[config.mk]
export PLATFORM = sky130hd
export DESIGN_NAME = lsxp_fabric
export DESIGN_NICKNAME = d
export VERILOG_FILES = /design/src/lsxp_bus_pkg.sv /design/src/lsxp_map_pkg.sv /design/src/lsxp_chan_hold.sv /design/src/lsxp_axil_front.sv /design/src/lsxp_apb_master.sv /design/src/lsxp_fabric.sv
export SDC_FILE = /design/constraint.sdc
export NUM_CORES = 1
export LEC_CHECK = 0
export BUFFER_PORTS_ARGS = -buffer_cell sky130_fd_sc_hd__buf_4
export CAP_MARGIN = 40
export CORE_AREA = 2 2 197 199
export CTS_BUF_LIST = sky130_fd_sc_hd__clkbuf_8
export CTS_CLUSTER_SIZE = 16
export DETAILED_ROUTE_END_ITERATION = 16
export DIE_AREA = 0 0 199 201
export PLACE_DENSITY = 0.51
export SLEW_MARGIN = 20
export SYNTH_ARGS = -nofsm -noshare
export SYNTH_HDL_FRONTEND = slang
export SYNTH_SLANG_ARGS = --single-unit
[constraint.sdc]
create_clock -name seq -period 2.73 [get_ports seq]
set_clock_uncertainty 0.05 [all_clocks]
set_input_delay 0.4095 -clock seq [delete_from_list [all_inputs] [get_ports seq]]
set_output_delay 0.4095 -clock seq [all_outputs]
set_load 0.03 [all_outputs]
[src/lsxp_bus_pkg.sv]
package lsxp_bus_pkg;

    localparam int ADDR_W = 32;
    localparam int DATA_W = 32;
    localparam int STRB_W = DATA_W / 8;

    typedef logic [ADDR_W-1:0] addr_t;
    typedef logic [DATA_W-1:0] data_t;
    typedef logic [STRB_W-1:0] strb_t;
    typedef logic [1:0]        resp_t;

    localparam resp_t RESP_OKAY   = 2'b00;
    localparam resp_t RESP_SLVERR = 2'b10;
    localparam resp_t RESP_DECERR = 2'b11;

    typedef struct packed {
        addr_t      addr;
        logic [2:0] prot;
    } axil_aw_t;

    typedef struct packed {
        data_t data;
        strb_t strb;
    } axil_w_t;

    typedef struct packed {
        addr_t      addr;
        logic [2:0] prot;
    } axil_ar_t;

    typedef struct packed {
        data_t data;
        resp_t resp;
    } axil_r_t;

    // Shared by all slots. Select is per slot.
    typedef struct packed {
        addr_t      paddr;
        logic       pwrite;
        data_t      pwdata;
        strb_t      pstrb;
        logic [2:0] pprot;
        logic       penable;
    } apb_req_t;

    typedef struct packed {
        data_t prdata;
        logic  pready;
        logic  pslverr;
    } apb_rsp_t;

endpackage

[src/lsxp_map_pkg.sv]
package lsxp_map_pkg;

    // Eight peripheral slots of 1 KiB each.
    localparam int NUM_SLOTS = 8;
    localparam int SLOT_BITS = 10;            // Log2 of slot size in bytes.

    // Start of slot 0.
    localparam logic [31:0] MAP_BASE = 32'h0000_0000;

    typedef logic [$clog2(NUM_SLOTS)-1:0] slot_idx_t;

endpackage

[src/lsxp_chan_hold.sv]
module lsxp_chan_hold #(
    parameter type payload_t = logic
) (
    input  logic     seq,
    input  logic     rst_n,
    input  logic     in_valid,
    output logic     in_ready,
    input  payload_t in_data,
    output logic     out_valid,
    input  logic     out_pop,
    output payload_t out_data
);

    logic     full;
    payload_t data_q;

    assign in_ready  = ~full;                 // Ready only while empty.
    assign out_valid = full;
    assign out_data  = data_q;

    always_ff @(posedge seq) begin
        if (!rst_n) begin
            full <= 1'b0;
        end else if (in_valid && in_ready) begin
            full <= 1'b1;
        end else if (out_pop) begin
            full <= 1'b0;
        end
    end

    always_ff @(posedge seq) begin
        if (in_valid && in_ready) begin
            data_q <= in_data;
        end
    end

endmodule

[src/lsxp_axil_front.sv]
module lsxp_axil_front (
    input  logic                   seq,
    input  logic                   rst_n,
    input  logic                   aw_valid,
    output logic                   aw_ready,
    input  lsxp_bus_pkg::axil_aw_t aw,
    input  logic                   w_valid,
    output logic                   w_ready,
    input  lsxp_bus_pkg::axil_w_t  w,
    input  logic                   ar_valid,
    output logic                   ar_ready,
    input  lsxp_bus_pkg::axil_ar_t ar,
    output logic                   b_valid,
    input  logic                   b_ready,
    output lsxp_bus_pkg::resp_t    b_resp,
    output logic                   r_valid,
    input  logic                   r_ready,
    output lsxp_bus_pkg::axil_r_t  r,
    output logic                   cmd_valid,
    output logic                   cmd_write,
    output lsxp_bus_pkg::addr_t    cmd_addr,
    output logic [2:0]             cmd_prot,
    output lsxp_bus_pkg::data_t    cmd_wdata,
    output lsxp_bus_pkg::strb_t    cmd_strb,
    input  logic                   cmd_done,
    input  lsxp_bus_pkg::data_t    cmd_rdata,
    input  lsxp_bus_pkg::resp_t    cmd_resp
);

    import lsxp_bus_pkg::*;

    axil_aw_t aw_q;
    axil_w_t  w_q;
    axil_ar_t ar_q;
    logic     aw_held, w_held, ar_held;
    logic     pop_wr, pop_rd;
    logic     wr_elig, rd_elig;
    logic     pick_wr, start;
    logic     prio_wr;

    lsxp_chan_hold #(.payload_t(axil_aw_t)) aw_hold (
        .seq(seq), .rst_n(rst_n),
        .in_valid(aw_valid), .in_ready(aw_ready), .in_data(aw),
        .out_valid(aw_held), .out_pop(pop_wr), .out_data(aw_q)
    );

    lsxp_chan_hold #(.payload_t(axil_w_t)) w_hold (
        .seq(seq), .rst_n(rst_n),
        .in_valid(w_valid), .in_ready(w_ready), .in_data(w),
        .out_valid(w_held), .out_pop(pop_wr), .out_data(w_q)
    );

    lsxp_chan_hold #(.payload_t(axil_ar_t)) ar_hold (
        .seq(seq), .rst_n(rst_n),
        .in_valid(ar_valid), .in_ready(ar_ready), .in_data(ar),
        .out_valid(ar_held), .out_pop(pop_rd), .out_data(ar_q)
    );

    assign wr_elig = aw_held && w_held;       // Write needs both address and data.
    assign rd_elig = ar_held;
    assign pick_wr = wr_elig && (!rd_elig || prio_wr);
    assign start   = !cmd_valid && !b_valid && !r_valid && (wr_elig || rd_elig);

    assign pop_wr = cmd_done && cmd_write;
    assign pop_rd = cmd_done && !cmd_write;

    // Held items stay put until popped, so the command is stable.
    assign cmd_addr  = cmd_write ? aw_q.addr : ar_q.addr;
    assign cmd_prot  = cmd_write ? aw_q.prot : ar_q.prot;
    assign cmd_wdata = w_q.data;
    assign cmd_strb  = w_q.strb;

    always_ff @(posedge seq) begin
        if (!rst_n) begin
            cmd_valid <= 1'b0;
            cmd_write <= 1'b0;
            prio_wr   <= 1'b1;                // Write goes first after reset.
            b_valid   <= 1'b0;
            r_valid   <= 1'b0;
        end else begin
            if (start) begin
                cmd_valid <= 1'b1;
                cmd_write <= pick_wr;
                prio_wr   <= !pick_wr;
            end else if (cmd_done) begin
                cmd_valid <= 1'b0;
            end
            if (pop_wr) begin
                b_valid <= 1'b1;
            end else if (b_ready) begin
                b_valid <= 1'b0;
            end
            if (pop_rd) begin
                r_valid <= 1'b1;
            end else if (r_ready) begin
                r_valid <= 1'b0;
            end
        end
    end

    always_ff @(posedge seq) begin
        if (pop_wr) begin
            b_resp <= cmd_resp;
        end
        if (pop_rd) begin
            r.data <= cmd_rdata;
            r.resp <= cmd_resp;
        end
    end

endmodule

[src/lsxp_apb_master.sv]
module lsxp_apb_master (
    input  logic                                 seq,
    input  logic                                 rst_n,
    input  logic                                 pause,
    input  logic                                 cmd_valid,
    input  logic                                 cmd_write,
    input  lsxp_bus_pkg::addr_t                  cmd_addr,
    input  logic [2:0]                           cmd_prot,
    input  lsxp_bus_pkg::data_t                  cmd_wdata,
    input  lsxp_bus_pkg::strb_t                  cmd_strb,
    output logic                                 cmd_done,
    output lsxp_bus_pkg::data_t                  cmd_rdata,
    output lsxp_bus_pkg::resp_t                  cmd_resp,
    output logic [lsxp_map_pkg::NUM_SLOTS-1:0]   psel,
    output lsxp_bus_pkg::apb_req_t               apb_req,
    input  lsxp_bus_pkg::apb_rsp_t               apb_rsp [lsxp_map_pkg::NUM_SLOTS]
);

    import lsxp_bus_pkg::*;
    import lsxp_map_pkg::*;

    typedef enum logic [1:0] {
        ST_IDLE,
        ST_SETUP,
        ST_ACCESS
    } state_t;

    state_t    state;
    addr_t     offset;
    slot_idx_t slot_d, slot_q;
    logic      in_map;
    logic      start;
    logic      dec_q;
    apb_rsp_t  sel_rsp;

    assign offset = cmd_addr - MAP_BASE;
    assign slot_d = offset[SLOT_BITS +: $bits(slot_idx_t)];
    assign in_map = (offset >> SLOT_BITS) < addr_t'(NUM_SLOTS);  // Below the base wraps high.

    // Pause only blocks the step into setup.
    assign start = (state == ST_IDLE) && cmd_valid && in_map && !pause;

    always_ff @(posedge seq) begin
        if (!rst_n) begin
            state <= ST_IDLE;
            dec_q <= 1'b0;
        end else begin
            dec_q <= (state == ST_IDLE) && cmd_valid && !in_map && !dec_q;
            case (state)
                ST_IDLE: begin
                    if (start) begin
                        state <= ST_SETUP;
                    end
                end
                ST_SETUP: begin
                    state <= ST_ACCESS;
                end
                ST_ACCESS: begin
                    if (sel_rsp.pready) begin
                        state <= ST_IDLE;
                    end
                end
                default: begin
                    state <= ST_IDLE;
                end
            endcase
        end
    end

    always_ff @(posedge seq) begin
        if (start) begin
            slot_q <= slot_d;
        end
    end

    assign sel_rsp = apb_rsp[slot_q];

    always_comb begin
        psel = '0;
        if (state != ST_IDLE) begin
            psel[slot_q] = 1'b1;
        end
    end

    always_comb begin
        apb_req.paddr   = cmd_addr;
        apb_req.pwrite  = cmd_write;
        apb_req.pwdata  = cmd_wdata;
        apb_req.pstrb   = cmd_write ? cmd_strb : '0;  // Reads carry no strobes.
        apb_req.pprot   = cmd_prot;
        apb_req.penable = (state == ST_ACCESS);
    end

    assign cmd_done  = ((state == ST_ACCESS) && sel_rsp.pready) || dec_q;
    assign cmd_rdata = dec_q ? '0 : sel_rsp.prdata;

    always_comb begin
        if (dec_q) begin
            cmd_resp = RESP_DECERR;               // Unmapped, APB untouched.
        end else if (sel_rsp.pslverr) begin
            cmd_resp = RESP_SLVERR;
        end else begin
            cmd_resp = RESP_OKAY;
        end
    end

endmodule

[src/lsxp_fabric.sv]
module lsxp_fabric (
    input  logic                                 seq,
    input  logic                                 rst_n,
    input  logic                                 pause,
    input  logic                                 aw_valid,
    output logic                                 aw_ready,
    input  lsxp_bus_pkg::axil_aw_t               aw,
    input  logic                                 w_valid,
    output logic                                 w_ready,
    input  lsxp_bus_pkg::axil_w_t                w,
    input  logic                                 ar_valid,
    output logic                                 ar_ready,
    input  lsxp_bus_pkg::axil_ar_t               ar,
    output logic                                 b_valid,
    input  logic                                 b_ready,
    output lsxp_bus_pkg::resp_t                  b_resp,
    output logic                                 r_valid,
    input  logic                                 r_ready,
    output lsxp_bus_pkg::axil_r_t                r,
    output logic [lsxp_map_pkg::NUM_SLOTS-1:0]   psel,
    output lsxp_bus_pkg::apb_req_t               apb_req,
    input  lsxp_bus_pkg::apb_rsp_t               apb_rsp [lsxp_map_pkg::NUM_SLOTS]
);

    import lsxp_bus_pkg::*;

    logic       cmd_valid;
    logic       cmd_write;
    addr_t      cmd_addr;
    logic [2:0] cmd_prot;
    data_t      cmd_wdata;
    strb_t      cmd_strb;
    logic       cmd_done;
    data_t      cmd_rdata;
    resp_t      cmd_resp;

    lsxp_axil_front front (
        .seq(seq), .rst_n(rst_n),
        .aw_valid(aw_valid), .aw_ready(aw_ready), .aw(aw),
        .w_valid(w_valid), .w_ready(w_ready), .w(w),
        .ar_valid(ar_valid), .ar_ready(ar_ready), .ar(ar),
        .b_valid(b_valid), .b_ready(b_ready), .b_resp(b_resp),
        .r_valid(r_valid), .r_ready(r_ready), .r(r),
        .cmd_valid(cmd_valid), .cmd_write(cmd_write), .cmd_addr(cmd_addr),
        .cmd_prot(cmd_prot), .cmd_wdata(cmd_wdata), .cmd_strb(cmd_strb),
        .cmd_done(cmd_done), .cmd_rdata(cmd_rdata), .cmd_resp(cmd_resp)
    );

    lsxp_apb_master apb_mst (
        .seq(seq), .rst_n(rst_n), .pause(pause),
        .cmd_valid(cmd_valid), .cmd_write(cmd_write), .cmd_addr(cmd_addr),
        .cmd_prot(cmd_prot), .cmd_wdata(cmd_wdata), .cmd_strb(cmd_strb),
        .cmd_done(cmd_done), .cmd_rdata(cmd_rdata), .cmd_resp(cmd_resp),
        .psel(psel), .apb_req(apb_req), .apb_rsp(apb_rsp)
    );

endmodule

==> reports/qor.yml <==
outcome: "finished, final reports clean"
synth_ff_type: "edfxtp_1"
crit_fanout: 22
synth-seq-cells: 156
period_share: 0.960
routabilityCongestion: 0.813
grt_usage: 0.178
core_um2: 38100
maxSlewViolCount: 0
grt_pass1_wl_um: 50900
ff2ff_setup_slack_ns: 0.32
fin_nets: 1527
min_from: "w[14]"
ys_warn_count: 0
r2r_cells: 6
cp_slowest_stage_delay_ns: 0.67
hpwl_um: 29600
max_freq_ghz: 0.382
drt_iter0_markers: 327
synth_cell_types: 50
wire_per_inst_um: 22.1
antenna_found_initial: 1
dr.pass1.iters: 5
slew_headroom: 0.567
r2r-start: "apb_mst.slot_q[2]"
syn_area_um2: 7880
yosys.area.top_type: "edfxtp_1"
maxCapViolCount: 0
ios: 508
postLayoutCellArea_um2: 13200
switchingPower_uw: 1640
via_count: 7277
clock_path_buffers: 2
grt_overflow: 0
cts_tree: "yes"
power_frac_clock: 0.275
crit_buf_inv: 2
num_rows: 72
io_buffer_count: 507
drive_gt1_frac: 0.560
syn_inst: 593
crit_chain: "buf_4, mux2_2, buf_4"
finalPower_uw: 5730
hold_viol: 0
synthTopCellsByArea: "edfxtp_1 (55%), mux2_2 (8.0%), mux2i_1 (7.0%)"
p_comb_frac: 0.224
synth.yosys.seq_area_share: 0.580
clkSinkCount: 156
intPower_uw: 4090
seqPwrFrac: 0.500
dpl_cell_area_um2: 12400
crit_top_cell: "buf_4"
remaining_drc_errors: 0
cts.clk_slew.worst_paths_ns: 0.09
crit_cells: 3
layout_setup_ws_ns: 0.110
grt_pass1_vias: 7724
cts_root_buf: "clkbuf_8"
path_class: "reg2out"
start_kind: "flop"
cts.htree.levels: 4
via_per_inst: 4.35
async_flop_share: 0
power.density_nw_per_um2: 435
post-place-ws_ns: 0.256
cp_top_family: "flip-flops"
power_leakage_uw: 0.00557
cts_setup_buffers: 0
holdCritPathClass: "in2reg"
synth.avg_cell_area_um2: 13.3
setup_viol: 0
synth_edf_count: 145
start_util: 0.207
detail-route-antenna-nets: 0
cp.required_ns: 2.27
grt_max_degree: 56
routed_wl_um: 36900
timing.final.crit_period_ns: 2.62
hold_depth: 1
cts_buffers: 17
hold_end: "front.w_hold.out_data[14]"
rsz0062_at_grt: "no"
worstPathArrival_ns: 2.16
fp.dieH_um: 201
syn2layout_area_growth_pct: 67.0
whs_ns: 0.0513
tns_ns: 0
cp_slowest_cell: "dfxtp_2"
diodes: 0
peakVddDrop_mv: 0.370
fill_cells: 3885
die_area_um2: 40000
multi_input_area_um2: 3110
endpoint_kind: "output port"
worstMarginPinSlew_ns: 0.649
clk-insertion-delay-late_ns: 0.47
synth_top_area_frac: 0.552
syn_nets: 979
swShare: 0.286
die_w_um: 199
register_area_um2: 4580
reg2reg_to: "front.r[4]"
-- per-layer routing --
layer / up-vias / track usage / part of all wire
li1: 3416 / - / -
met1: 3465 / 0.204 / 0.39
met2: 363 / 0.323 / 0.51
met3: 31 / 0.0470 / 0.077
met4: 2 / 0.0490 / 0.018
met5: - / 0 / 0.00035
-- state kept, by name, indices dropped and copies added (netlist names), 2 cells and up --
name	cells
apb_mst.slot_q	3
apb_mst.state	2
front.ar_hold.out_data	35
front.aw_hold.out_data	35
front.b_resp	2
front.r	34
front.w_hold.out_data	36
-- placed cells by master, fill, tap and decap left out, types with 7 or more instances in the layout --
cell and instances:
inv_1 11, and2_1 16, nor2_1 24, mux2i_1 55, and3_1 10, a221oi_1 14, nand2_1 36, nor3_1 7
dlygate4sd3_1 36, a31oi_1 10, buf_4 532, a21oi_1 23, a22o_1 11, o2bb2ai_1 25, clkbuf_8 17, mux2_2 56
dfxtp_1 9, mux4_2 13, o21ai_0 11, edfxtp_1 145, a22oi_1 8
-- logic make-up after synthesis --
family          after synthesis  synth area share
simple gates                126            0.0803
compound gates              128             0.118
mux                         126             0.190
buf+inv                      57            0.0313
flops                       156             0.580
-- cells in the mapped netlist (12+ instances only) --
master	n
nor2_1	25
mux2_2	56
o2bb2ai_1	25
clkbuf_1	14
a221oi_1	14
mux2i_1	55
nor2b_1	12
mux4_2	13
buf_2	23
and2_1	16
nand2_1	36
a21oi_1	23
edfxtp_1	145
-- worst register-to-register path, cell delays in order (launching register included) --
cell and delay [ns]:
edfxtp_1 0.45, buf_4 0.19, or3b_2 0.44, a21boi_1 0.29, o21a_1 0.26, o21a_2 0.17
buf_12 0.24
-- worst max path at each step --
stage,start,end,slack [ns]
CTS,front.cmd_write,apb_req[53],0.04
finish,front.cmd_write,apb_req[53],0.11
global placement,apb_mst.slot_q[2],psel[7],0.23
detailed placement,apb_mst.slot_q[2],psel[7],0.26
global route,front.cmd_write,apb_req[53],0.002
floorplan,apb_mst.slot_q[2],front.r[0],0.009
-- cell type report --
| type | instances | area share |
|---|---|---|
| sequential | 156 | 0.348 |
| timing repair buffer | 573 | 0.338 |
| multi-input combinational | 380 | 0.236 |
| tap | 518 | 0.0492 |
| clock buffer | 17 | 0.0178 |
| clock inverter | 14 | 0.00732 |
| inverter | 13 | 0.00409 |
-- timing repair --
item                                   in CTS  in global routing
hold buffers                               36                  0
setup endpoints to repair                   5                  1
endpoints found under the hold margin      36                  0
gates resized for setup                     5                  1
-- through the flow --
stage                     cells  utilization
after floorplan             593            -
after global placement     1603        0.326
after detailed placement   1604        0.327
after CTS                  1671        0.345
after global routing       1671        0.345
final                      1671        0.345
-- power groups by stage --
stage	combinational (uW)	clock [uW]	sequential [uW]
2_1_floorplan	405	0	3000
3_3_place_gp	1250	0	2920
3_5_place_dp	1260	0	2920
4_1_cts	1300	1660	2870
5_1_grt	1360	1730	2880
6_report	1290	1580	2870
No activity file was read; power rests on OpenSTA's default activity.
